[src/hw/mem_config.svh]
`ifndef MEM_CONFIG_SVH
`define MEM_CONFIG_SVH

// backing store size in 32-bit words (64KB)
`define MEM_WORDS 16384

// counted cycles per store access, after the entry cycle
`define MEM_LATENCY 10

// both caches are direct mapped with the same geometry
`define CACHE_INDEX_BITS 4
`define CACHE_LINES (1 << `CACHE_INDEX_BITS)

// 32 address bits minus index, word offset and byte offset
`define CACHE_TAG_BITS (28 - `CACHE_INDEX_BITS)

`endif

[src/hw/mem_pkg.sv]
`include "mem_config.svh"

package mem_pkg;

    typedef logic [31:0] word_t;

    // word at the lowest address sits in element 0
    typedef word_t [3:0] line_t;

    typedef struct packed {
        logic [`CACHE_TAG_BITS-1:0]   tag;
        logic [`CACHE_INDEX_BITS-1:0] index;
        logic [1:0]                   word_off; // word within line
        logic [1:0]                   byte_off; // unused, word accesses only
    } addr_fields_t;

    // raw view for the store, field view for the caches
    typedef union packed {
        word_t        raw;
        addr_fields_t f;
    } mem_addr_u;

    typedef enum logic [1:0] {
        s_idle,
        s_read,
        s_write
    } store_state_e;

    typedef enum logic [2:0] {
        c_idle,
        c_lookup,
        c_refill,
        c_write_line,
        c_ack_wait
    } cache_state_e;

endpackage

[src/hw/mem_line_if.sv]
`timescale 1ns/100ps

interface mem_line_if import mem_pkg::*; ();

    logic      read_en;
    logic      write_en;
    mem_addr_u addr;
    line_t     write_data;
    line_t     read_data;
    logic      ready;      // one-cycle pulse from the store

    // instruction cache side, no write path
    modport line_reader (output read_en, addr, input read_data, ready);

    // data cache side
    modport line_master (
        output read_en, write_en, addr, write_data,
        input  read_data, ready
    );

    modport store_rd (input read_en, addr, output read_data, ready);

    modport store_rw (
        input  read_en, write_en, addr, write_data,
        output read_data, ready
    );

endinterface

[src/hw/icache.sv]
`timescale 1ns/100ps
`include "mem_config.svh"

module icache import mem_pkg::*; (
    input  logic  clk,
    input  logic  reset,
    input  logic  fetch_req,
    input  word_t fetch_addr,
    output logic  fetch_ack,
    output word_t fetch_data,
    mem_line_if.line_reader mem
);

    cache_state_e state;
    mem_addr_u req_addr; // latched fetch address

    logic [`CACHE_LINES-1:0] valid;
    logic [`CACHE_TAG_BITS-1:0] tags [`CACHE_LINES];
    line_t lines [`CACHE_LINES];

    logic [`CACHE_INDEX_BITS-1:0] idx;
    logic [1:0] off;
    logic hit;

    assign idx = req_addr.f.index;
    assign off = req_addr.f.word_off;
    assign hit = valid[idx] && (tags[idx] == req_addr.f.tag);

    // enable already up in lookup so the refill starts without a gap
    assign mem.read_en = (state == c_refill) || (state == c_lookup && !hit);
    assign mem.addr = req_addr;
    assign fetch_ack = (state == c_ack_wait);

    always_ff @(posedge clk or posedge reset) begin
        if (reset) begin
            state <= c_idle;
            valid <= '0;
        end else begin
            case (state)
                c_idle: begin
                    if (fetch_req) begin
                        state <= c_lookup;
                    end
                end
                c_lookup: state <= hit ? c_ack_wait : c_refill;
                c_refill: begin
                    if (mem.ready) begin
                        valid[idx] <= 1'b1;
                        state <= c_ack_wait;
                    end
                end
                c_ack_wait: begin
                    if (!fetch_req) begin // four-phase return to zero
                        state <= c_idle;
                    end
                end
                default: state <= c_idle;
            endcase
        end
    end

    always_ff @(posedge clk) begin
        if (state == c_idle && fetch_req) begin
            req_addr.raw <= fetch_addr;
        end
        if (state == c_lookup && hit) begin
            fetch_data <= lines[idx][off];
        end
        if (state == c_refill && mem.ready) begin
            lines[idx] <= mem.read_data;
            tags[idx] <= req_addr.f.tag;
            fetch_data <= mem.read_data[off]; // word straight from the refill
        end
    end

endmodule

[src/flat_wrapper.sv]
// flat-port wrapper written by rule: the top's interface ports become plain ports
module icache_flat import mem_pkg::*;
  (clk, reset, fetch_req, fetch_addr, fetch_ack, fetch_data, mem_read_en, mem_addr, mem_read_data, mem_ready);
  mem_line_if mem_i ();
  input  logic clk;
  input  logic reset;
  input  logic fetch_req;
  input  word_t fetch_addr;
  output logic fetch_ack;
  output word_t fetch_data;
  output wire logic [$bits(mem_i.read_en)-1:0] mem_read_en;
  output wire logic [$bits(mem_i.addr)-1:0] mem_addr;
  input wire logic [$bits(mem_i.read_data)-1:0] mem_read_data;
  input wire logic [$bits(mem_i.ready)-1:0] mem_ready;
  assign mem_read_en = mem_i.read_en;
  assign mem_addr = mem_i.addr;
  assign mem_i.read_data = mem_read_data;
  assign mem_i.ready = mem_ready;
  icache u_core (.clk(clk), .reset(reset), .fetch_req(fetch_req), .fetch_addr(fetch_addr), .fetch_ack(fetch_ack), .fetch_data(fetch_data), .mem(mem_i));
endmodule
[config.mk]
export PLATFORM = sky130hd
export DESIGN_NAME = icache_flat
export DESIGN_NICKNAME = d
export VERILOG_FILES = /design/src/hw/mem_pkg.sv /design/src/hw/mem_line_if.sv /design/src/hw/icache.sv /design/src/flat_wrapper.sv
export VERILOG_INCLUDE_DIRS = /design/src /design/src/hw
export SDC_FILE = /design/constraint.sdc
export NUM_CORES = 2
export LEC_CHECK = 0
export BUFFER_PORTS_ARGS = -buffer_cell sky130_fd_sc_hd__buf_2
export CORE_UTILIZATION = 58
export DETAILED_ROUTE_END_ITERATION = 10
export PLACE_DENSITY = 0.79
export SKIP_CTS_REPAIR_TIMING = 1
export SLEW_MARGIN = 25
export SYNTH_ARGS = -nofsm -noshare
export SYNTH_HDL_FRONTEND = slang
export SYNTH_SLANG_ARGS = --single-unit
[constraint.sdc]
create_clock -name clk -period 14.9 [get_ports clk]
set_clock_uncertainty 0.1 [all_clocks]
set_input_delay 4.47 -clock clk [delete_from_list [all_inputs] [get_ports clk]]
set_output_delay 4.47 -clock clk [all_outputs]
set_load 0.05 [all_outputs]
==> flow_summary.yaml <==
status:
  status: "finished, violations left"
  violations: "DRC"
layout:
  area_delta_synth_final_pct: 12.2
  num-nets-final: 4402
  fillers: 9621
  fin_cells: 6646
  drive_above_1_share: 0.335
synth:
  yosys_register_bits: 2519
  synth-adder-area-share: 0
  async_flop_share: 0.00754
  avgSynthCellArea_sq_um: 24.9
  synthFlopType: "edfxtp_1"
  synth_xor_area_frac: 0.00226
  syn_nets: 4059
  syn-cell-area_sq_mm: 0.0968
  muxShareOfSynthArea: 0.191
  synth_simple_gate_area_frac: 0.0112
  synth-compound-area-share: 0.00473
  synth_cells: 3895
  yosysWarningCount: 0
  synth-edff-count: 2496
  ys_seq_area_frac: 0.780
  synth_cell_types: 58
  synth_top_family_by_area: "multiplexers"
drt:
  via_per_inst: 6.88
  wire_per_inst_microns: 35.2
  wirelength_microns: 234000
  drc: 16
  firstDrtPassIters: 9
  vias: 45700
  drt_iter0_markers: 6515
  ant_nets: 0
sta:
  drv_slew: 0
  relSlewSlack: 0.259
  finalCritPeriodShare: 0.699
  rsz0062_at_grt: "no"
  worstMarginPinSlew_ns: 1.11
  finalHoldViolCount: 0
  min_period_ns: 10.41
  fmaxAchievable_ghz: 0.0960
  finalWorstSetupSlack_ns: 4.49
  setup_viol_count_final: 0
  tns_ns: 0
clock_tree:
  clockBufferDepth: 3
  clock_sinks: 2519
  clk_pin_slew_worst_paths_ns: 0.06
  clock_latency_ns: 0.92
  cts_max_level: 4
  cts_tree: "done"
  numCtsBuffers: 234
  cts_root_buf: "clkbuf_16"
place:
  dp_hpwl_microns: 107000
  dpl_worst_slack_ns: 5.52
  port_buffers: 229
  gp_congestion: 0.788
  dp.cells: 6188
floorplanning:
  start_util: 0.585
  die_h_microns: 411
  row_count: 149
  die_w_microns: 411
  dieArea_sq_mm: 0.169
  pin_count: 230
  core_sq_mm: 0.165
run:
  cap_violations: 0
global_routing:
  grt_pass1_vias: 48000
  antenna_found_initial: 44
  grt_use_total: 0.283
  grt_pass1_wl_microns: 339000
  grt_max_degree: 121
  grt_overflow: 0
power_and_ir_drop:
  total_power_mw: 17.9
  p_per_area_mw_per_mm2: 165
  p_leak_nw: 34.2
  ir_drop_mv: 0.156
worst_setup_path:
  arrival_ns: 5.84
  required_ns: 10.33
  crit_path_top_delay_cell: "buf_4"
  path_cells: "buf_4 -> mux4_2 -> mux2i_1 -> xnor2_1 -> a221o_1 -> o41a_1 -> nor4_1 -> a41oi_1 -> buf_2"
  cp-start-kind: "flip-flop"
  endpoint_kind: "output pin"
  crit_path_max_fanout: 54
  crit_type: "reg -> out"
  slowest_delay_ns: 0.83
hold_path:
  hold_path_class: "reg -> reg"
[state kept, by name, indices dropped and copies added (netlist names), named ones only]
name	cells
u_core.fetch_data	32
u_core.tags	384
u_core.valid	16
u_core.state	3
u_core.lines	2048
u_core.mem.addr	32
[worst max-delay path: cells and delay by family (launching register included)]
kind	cells	cell delay, ns
xor gates and xnor gates	1	0.12
muxes	2	0.84
and+or+nand+nor	1	0.80
DFF	1	0.74
AOI/OAI and AO/OA	3	1.28
buffers and inverters	2	1.19
[metrics by stage]
step / cell area, sq um / utilization / hold WS [ns]
floorplan: 96800 / - / 0.334
global placement: 101000 / 0.608 / 0.349
detailed placement: 101000 / 0.608 / 0.351
CTS: 108000 / 0.656 / 0.364
global route: 109000 / 0.657 / 0.376
finish: 109000 / 0.657 / 0.367
[worst paths after layout]
kind | startpoint | end | slack (ns) | depth (start not counted)
max | flip-flop | mem_read_en | 4.49 | 9
min | u_core.valid[5]$_DFFE_PP0P_ | u_core.valid[5]$_DFFE_PP0P_ | 0.37 | 1
max reg2reg | flip-flop | u_core.fetch_data[8]$_DFFE_PP_ | 8.84 | 9
min reg2reg | u_core.valid[5]$_DFFE_PP0P_ | u_core.valid[5]$_DFFE_PP0P_ | 0.37 | 1
max in group asynchronous | reset | u_core.valid[2]$_DFFE_PP0P_ | 10.58 | 2
min in group asynchronous | reset | u_core.valid[6]$_DFFE_PP0P_ | 3.65 | 2
[where the power goes]
part           internal [mW]  leakage (nW)  switching (mW)
registers               8.04          22.7           0.182
logic                   1.70          7.61            1.88
clock network           3.44          3.82            2.68
[routing by layer]
layer / GRT usage / vias to the layer above / wire (microns)
li1: - / 17600 / -
met1: 0.383 / 24600 / 84900
met2: 0.466 / 3016 / 120000
met3: 0.0575 / 484 / 21700
met4: 0.0960 / 32 / 7240
met5: 0 / - / 223
[layout by cell type, fill, tap and decap left out, types with 5 or more instances in the layout]
cell type | Yosys | routed
nor4b_1 | 7 | 6
bufinv_16 | 0 | 31
clkinvlp_4 | 0 | 6
clkbuf_1 | 91 | 37
mux2i_1 | 58 | 58
nand2_1 | 107 | 106
a21oi_1 | 5 | 5
buf_2 | 51 | 229
xor2_1 | 11 | 11
clkinv_1 | 1 | 64
nand3_1 | 11 | 10
mux4_2 | 787 | 787
nor3_1 | 9 | 5
diode_2 | 0 | 22
buf_12 | 0 | 18
edfxtp_1 | 2496 | 2496
nor2_4 | 0 | 12
nor2_1 | 23 | 11
and3_1 | 6 | 5
xnor2_1 | 14 | 14
buf_4 | 27 | 60
clkinv_2 | 0 | 43
o21ai_0 | 6 | 6
or2_2 | 18 | 18
nor2b_1 | 9 | 9
a22oi_1 | 11 | 11
o22ai_1 | 7 | 7
clkinv_16 | 0 | 11
clkbuf_16 | 0 | 235
mux2_2 | 13 | 13
dfrtp_1 | 19 | 19
nand2b_1 | 6 | 6
[cells in the mapped netlist, drive strengths merged (9+ instances only)]
cell       n  area share
buf      112      0.0071
dfrtp     19      0.0049
nand2    107      0.0041
mux2i     58      0.0060
a22oi     11     0.00085
mux2      13      0.0015
nor3       9     0.00047
nor2      23     0.00089
nor2b      9     0.00058
mux4     788        0.18
clkbuf    91      0.0035
xor2      11      0.0010
or2       18      0.0012
edfxtp  2496        0.77
nand3     11     0.00057
xnor2     14      0.0013
[final cells by class]
class                           count  area [sq um]  area share
Sequential cell                  2519         75500       0.695
Multi-Input combinational cell   1167         20400       0.188
Clock buffer                      272          6020      0.0554
Tap cell                         2189          2740      0.0252
Timing Repair Buffer              310          2010      0.0185
Clock inverter                    161          1850      0.0170
Antenna cell                       22          55.1    0.000507
Inverter                            6          22.5    0.000207
[kinds of logic (layout without fill, tap and decap cells)]
logic type	count (synthesis)	after routing
compound gates	62	62
buf+inv	209	749
xor+xnor	25	25
simple gates	221	221
flops	2519	2519
other cells	0	22
mux	859	859
No activity file was read; power rests on OpenSTA's default activity.
