`src/hw/mem_config.svh`:
```
`ifndef MEM_CONFIG_SVH
`define MEM_CONFIG_SVH

// backing store size in 32-bit words (64KB)
`define MEM_WORDS 16384

// counted cycles per store access, after the entry cycle
`define MEM_LATENCY 10

// both caches are direct mapped with the same geometry
`define CACHE_INDEX_BITS 4
`define CACHE_LINES (1 << `CACHE_INDEX_BITS)

// 32 address bits minus index, word offset and byte offset
`define CACHE_TAG_BITS (28 - `CACHE_INDEX_BITS)

`endif

```
`src/hw/mem_pkg.sv`:
```
`include "mem_config.svh"

package mem_pkg;

    typedef logic [31:0] word_t;

    // word at the lowest address sits in element 0
    typedef word_t [3:0] line_t;

    typedef struct packed {
        logic [`CACHE_TAG_BITS-1:0]   tag;
        logic [`CACHE_INDEX_BITS-1:0] index;
        logic [1:0]                   word_off; // word within line
        logic [1:0]                   byte_off; // unused, word accesses only
    } addr_fields_t;

    // raw view for the store, field view for the caches
    typedef union packed {
        word_t        raw;
        addr_fields_t f;
    } mem_addr_u;

    typedef enum logic [1:0] {
        s_idle,
        s_read,
        s_write
    } store_state_e;

    typedef enum logic [2:0] {
        c_idle,
        c_lookup,
        c_refill,
        c_write_line,
        c_ack_wait
    } cache_state_e;

endpackage

```
`src/hw/mem_line_if.sv`:
```
`timescale 1ns/100ps

interface mem_line_if import mem_pkg::*; ();

    logic      read_en;
    logic      write_en;
    mem_addr_u addr;
    line_t     write_data;
    line_t     read_data;
    logic      ready;      // one-cycle pulse from the store

    // instruction cache side, no write path
    modport line_reader (output read_en, addr, input read_data, ready);

    // data cache side
    modport line_master (
        output read_en, write_en, addr, write_data,
        input  read_data, ready
    );

    modport store_rd (input read_en, addr, output read_data, ready);

    modport store_rw (
        input  read_en, write_en, addr, write_data,
        output read_data, ready
    );

endinterface

```
`src/hw/dcache.sv`:
```
`timescale 1ns/100ps
`include "mem_config.svh"

module dcache import mem_pkg::*; (
    input  logic  clk,
    input  logic  reset,
    input  logic  data_req,
    input  logic  data_we,
    input  word_t data_addr,
    input  word_t data_wdata,
    output logic  data_ack,
    output word_t data_rdata,
    mem_line_if.line_master mem
);

    cache_state_e state;
    mem_addr_u req_addr;
    logic req_we;
    word_t req_wdata;

    logic [`CACHE_LINES-1:0] valid;
    logic [`CACHE_TAG_BITS-1:0] tags [`CACHE_LINES];
    line_t lines [`CACHE_LINES];

    logic [`CACHE_INDEX_BITS-1:0] idx;
    logic [1:0] off;
    logic hit;
    line_t merged; // cached line with the store word in place

    assign idx = req_addr.f.index;
    assign off = req_addr.f.word_off;
    assign hit = valid[idx] && (tags[idx] == req_addr.f.tag);

    always_comb begin
        merged = lines[idx];
        merged[off] = req_wdata;
    end

    // any miss refills first, stores go on to write the line through
    assign mem.read_en = (state == c_refill) || (state == c_lookup && !hit);
    assign mem.write_en = (state == c_write_line) || (state == c_lookup && hit && req_we);
    assign mem.addr = req_addr;
    assign mem.write_data = merged;
    assign data_ack = (state == c_ack_wait);

    always_ff @(posedge clk or posedge reset) begin
        if (reset) begin
            state <= c_idle;
            valid <= '0;
        end else begin
            case (state)
                c_idle: begin
                    if (data_req) begin
                        state <= c_lookup;
                    end
                end
                c_lookup: begin
                    if (!hit) begin
                        state <= c_refill;
                    end else if (req_we) begin
                        state <= c_write_line;
                    end else begin
                        state <= c_ack_wait;
                    end
                end
                c_refill: begin
                    if (mem.ready) begin
                        valid[idx] <= 1'b1;
                        state <= req_we ? c_write_line : c_ack_wait; // write-allocate
                    end
                end
                c_write_line: begin
                    if (mem.ready) begin
                        state <= c_ack_wait;
                    end
                end
                c_ack_wait: begin
                    if (!data_req) begin
                        state <= c_idle;
                    end
                end
                default: state <= c_idle;
            endcase
        end
    end

    always_ff @(posedge clk) begin
        if (state == c_idle && data_req) begin
            req_addr.raw <= data_addr;
            req_we <= data_we;
            req_wdata <= data_wdata;
        end
        if (state == c_lookup && hit && !req_we) begin
            data_rdata <= lines[idx][off];
        end
        if (state == c_refill && mem.ready) begin
            lines[idx] <= mem.read_data;
            tags[idx] <= req_addr.f.tag;
            if (!req_we) begin
                data_rdata <= mem.read_data[off];
            end
        end
        if (state == c_write_line && mem.ready) begin
            lines[idx] <= merged; // cache matches the store once written
        end
    end

endmodule

```
`src/flat_wrapper.sv`:
```
// flat-port wrapper written by rule: the top's interface ports become plain ports
module dcache_flat import mem_pkg::*;
  (clk, reset, data_req, data_we, data_addr, data_wdata, data_ack, data_rdata, mem_read_en, mem_write_en, mem_addr, mem_write_data, mem_read_data, mem_ready);
  mem_line_if mem_i ();
  input  logic clk;
  input  logic reset;
  input  logic data_req;
  input  logic data_we;
  input  word_t data_addr;
  input  word_t data_wdata;
  output logic data_ack;
  output word_t data_rdata;
  output wire logic [$bits(mem_i.read_en)-1:0] mem_read_en;
  output wire logic [$bits(mem_i.write_en)-1:0] mem_write_en;
  output wire logic [$bits(mem_i.addr)-1:0] mem_addr;
  output wire logic [$bits(mem_i.write_data)-1:0] mem_write_data;
  input wire logic [$bits(mem_i.read_data)-1:0] mem_read_data;
  input wire logic [$bits(mem_i.ready)-1:0] mem_ready;
  assign mem_read_en = mem_i.read_en;
  assign mem_write_en = mem_i.write_en;
  assign mem_addr = mem_i.addr;
  assign mem_write_data = mem_i.write_data;
  assign mem_i.read_data = mem_read_data;
  assign mem_i.ready = mem_ready;
  dcache u_core (.clk(clk), .reset(reset), .data_req(data_req), .data_we(data_we), .data_addr(data_addr), .data_wdata(data_wdata), .data_ack(data_ack), .data_rdata(data_rdata), .mem(mem_i));
endmodule
```
`config.mk`:
```
export PLATFORM = sky130hd
export DESIGN_NAME = dcache_flat
export DESIGN_NICKNAME = d
export VERILOG_FILES = /design/src/hw/mem_pkg.sv /design/src/hw/mem_line_if.sv /design/src/hw/dcache.sv /design/src/flat_wrapper.sv
export VERILOG_INCLUDE_DIRS = /design/src /design/src/hw
export SDC_FILE = /design/constraint.sdc
export NUM_CORES = 2
export LEC_CHECK = 0
export BUFFER_PORTS_ARGS = -buffer_cell sky130_fd_sc_hd__buf_2
export CAP_MARGIN = 20
export CORE_MARGIN = 2
export CORE_UTILIZATION = 55
export DETAILED_ROUTE_END_ITERATION = 6
export PLACE_DENSITY = 0.72
export SLEW_MARGIN = 25
export SYNTH_ARGS = -nofsm -noshare
export SYNTH_HDL_FRONTEND = slang
export SYNTH_SLANG_ARGS = --single-unit
```
`constraint.sdc`:
```
create_clock -name clk -period 18.4 [get_ports clk]
set_input_delay 3.68 -clock clk [delete_from_list [all_inputs] [get_ports clk]]
set_output_delay 3.68 -clock clk [all_outputs]
set_load 0.05 [all_outputs]
```
==> summary.md <==
| Metric | Value |
|---|---|
| Gr busiest metal | `met2` |
| Hold Path Class | `reg -> reg` |
| Post-Route Skew | `0.0558 ns` |
| Post-synth EDFFs | `2497` |
| Global-route wire length before repair | `374000 um` |
| VDD IR max | `127 uV` |
| Top FF cell, synth | `edfxtp_1` |
| Final core utilization | `0.625` |
| Synth Register Bits | `2552` |
| Mapped Cells | `4559` |
| Distinct cell type count after synthesis | `61` |
| Fillers | `12300` |
| Number of standard cells in the final layout excluding fillers | `7717` |
| Slowest CP cell | `buf_4` |
| Unrepaired setup endpoints after global routing | `no` |
| Slew margin rel. | `0.253` |
| Critical Path Max Stage Delay | `0.78 ns` |
| # resized after CTS | `0` |
| CTS tree | `yes` |
| Syn Nets | `4756` |
| Gp weighted congestion | `0.857` |
| GR Util met3 | `0.0417` |
| Setup violations, final | `0` |
| CTS max path bufs | `3` |
| Vias | `51000` |
| Clock root cell | `clkbuf_16` |
| Die area | `188000 um^2` |
| Outcome | `complete, no violations` |
| Crit end category | `primary output` |
| Seq/Total Area, Yosys | `0.751` |
| Fmax | `95.9 MHz` |
| CTS clk-pin slew, worst paths | `0.06 ns` |
| Crit start category | `register` |
| Initial antenna violation count | `3` |
| Area grow syn2layout | `12.8%` |
| Placed insts | `7262` |
| H-tree depth | `4` |
| I/O Buffers | `391` |
| CTS Sinks | `2552` |
| Final slew viol count | `0` |
| Leak | `36.8 nW` |
| GRT met2 Usage | `0.461` |
| Post-synthesis async set-or-reset flop share | `0.00745` |
| Largest net degree at the start of global routing | `125` |
| Pwr dens | `148 nW/um^2` |
| DRT Pass-1 Iters | `6` |
| Final worst path period need | `10.43 ns` |
| DRT Wirelength | `263000 um` |
| Design area | `114000 um^2` |
| CP delay by family, top | `buffers and inverters` |
| Post-Syn Area per Cell | `22.2 um^2` |
| Crit Path Max Fanout | `97` |
| Synth Cell Area | `101000 um^2` |
| Die Wd | `433 um` |
| M1 GR Usage | `0.378` |
| Routed vias/inst | `6.61` |
| Fin crit share | `0.567` |
| Chip height | `433 um` |
| Critical-path cell list | `buf_4 -> buf_4 -> buf_12 -> mux4_2 -> mux2i_1 -> xnor2_1 -> nor4_2 -> a21oi_1 -> nor4_4 -> buf_4 -> nand4_1 -> a21oi_1 -> buf_2` |
| # IOs | `392` |
| Worst-skew pair later-pin latency | `0.91 ns` |
| Initial drt markers | `6853` |
| DRC viols | `0` |
| Cts bufs inserted | `241` |
| Synthesis Warnings | `0` |
| Core Area | `183000 um^2` |
| R2R setup slack | `12.29 ns` |
| Worst Max-Slew Pin Slew | `1.12 ns` |
| Worst setup path class | `reg -> out` |
| Final nets | `5238` |
| WP buf/inv | `5` |
| Wirelength per Cell | `34.1 um` |
| Initial Utilization | `0.554` |
| Setup tns final | `0 ns` |
| Hold Buf Count CTS | `0` |
| Most frequent cell on the critical path | `buf_4` |
| Req. time, crit path | `14.72 ns` |
| Routed Antenna Nets | `0` |
| # Post-CTS Setup Buffers | `0` |
| Total global-route track usage | `0.283` |
| DP Area | `106000 um^2` |
| Final Hold Viols | `0` |
| Worst EP arrival | `6.75 ns` |
| Max-Cap Viols | `0` |
| Global route overflow | `0` |
| Fraction of layout cells with a size suffix above 1 | `0.362` |
| Cell Rows | `157` |
| Detailed Place HPWL | `142000 um` |
| Vias in the first global route | `51900` |
## cell usage in the layout (no fill, tap or decap), drive strengths merged, types with 12 or more instances in the layout
master  netlist  final
a21oi        33     33
clkbuf      117    302
o21ai        23     23
o31ai        35     35
a31oi        39     39
edfxtp     2497   2497
inv          12     22
buf         154    512
mux2        210    210
mux2i        79     79
nand4        36     36
clkinv        1    107
nor2b        12     12
xnor2        13     13
nand2b       13     13
and3         16     16
dfxtp        36     36
mux4        768    768
bufinv        0     26
nor2         66     66
dfrtp        19     19
nand2       261    261
or2          20     20
## flip-flops by register name, indices dropped and copies added, names as in the netlist, named ones only
register,flops
u_core.lines,2048
u_core.tags,384
u_core.data_rdata,32
u_core.mem.addr,32
u_core.req_wdata,32
u_core.valid,16
u_core.state,3
u_core.req_we,1
## cells by family (layout without fill, tap and decap cells)
logic type	after synthesis	in the layout	synth area share
other cells	0	4	0
flops	2552	2552	0.751
mux	1057	1057	0.202
xor+xnor	23	23	0.00199
compound gates	181	181	0.0120
simple gates	460	460	0.0203
buf+inv	286	976	0.0130
## layer usage
| metal | routed length, um | vias up |
|---|---|---|
| met4 | 14000 | 4 |
| met5 | 26 | - |
| li1 | - | 20200 |
| met3 | 21400 | 533 |
| met2 | 132000 | 2866 |
| met1 | 96200 | 27400 |
## synthesized netlist by cell type, types with 4 or more instances
cell type     n  area share
nand3_1      10     0.00049
dfxtp_1      36      0.0071
buf_6         6     0.00067
nor3_1       10     0.00049
nand2b_1     13     0.00080
mux2i_1      79      0.0078
buf_2        69      0.0034
or2_2        20      0.0012
nand2_1     261      0.0097
edfxtp_1   2497        0.74
clkbuf_1    116      0.0043
a21oi_1      32      0.0016
buf_4        28      0.0021
xnor2_1      13      0.0011
nand4_1      36      0.0022
inv_1        12     0.00044
o22ai_1       6     0.00037
nor2_1       66      0.0024
mux4_2      768        0.17
a211oi_1      7     0.00052
a22oi_1       9     0.00067
a22o_1        8     0.00069
nor2b_1      12     0.00074
dfrtp_1      19      0.0047
o31ai_1      35      0.0026
mux2_2      210       0.023
o21ai_0      23      0.0011
and3_1       16     0.00099
a221oi_1      4     0.00035
a31oi_1      39      0.0024
xor2_1       10     0.00086
buf_1        51      0.0019
## worst register-to-register path: cells and delay by family, from the launching register on
kind,cells,cell delay [ns]
buffers and inverters,4,3.23
multiplexers,4,1.94
flip-flops,1,0.60
## stage by stage
step / worst slack (ns) / hold slack [ns] / total power [W]
2_1_floorplan: 4.74 / 0.434 / 0.0106
3_3_place_gp: 8.83 / 0.447 / 0.0120
3_5_place_dp: 8.83 / 0.450 / 0.0121
4_1_cts: 7.84 / 0.465 / 0.0170
5_1_grt: 7.48 / 0.472 / 0.0174
6_report: 7.97 / 0.465 / 0.0169
## area by class of cell
cell class | count | area [um^2] | share of cell area
Antenna cell | 4 | 10.0 | 0.0000875
Clock buffer | 302 | 6290 | 0.0550
Clock inverter | 149 | 1610 | 0.0140
Inverter | 13 | 58.8 | 0.000514
Multi-Input combinational cell | 1721 | 24200 | 0.211
Sequential cell | 2552 | 76200 | 0.666
Tap cell | 2464 | 3080 | 0.0270
Timing Repair Buffer | 512 | 3000 | 0.0262
## power breakdown
| group | switching [W] | internal (W) | total (W) |
|---|---|---|---|
| clock network | 0.00217 | 0.00279 | 0.00496 |
| logic | 0.00319 | 0.00182 | 0.00501 |
| registers | 0.000189 | 0.00678 | 0.00697 |
## final timing paths
check,to,startpoint,cells past startpoint
max in group asynchronous,u_core.valid[8]$_DFFE_PP0P_,reset,2
setup / recovery,mem_write_en,register,13
setup reg to reg,u_core.lines[3][8]$_DFFE_PP_,register,8
min in group asynchronous,u_core.valid[7]$_DFFE_PP0P_,reset,2
hold / removal,u_core.valid[4]$_DFFE_PP0P_,u_core.valid[4]$_DFFE_PP0P_,1
hold reg to reg,u_core.valid[4]$_DFFE_PP0P_,u_core.valid[4]$_DFFE_PP0P_,1
Note: power is estimated with default switching activity, not from simulation.
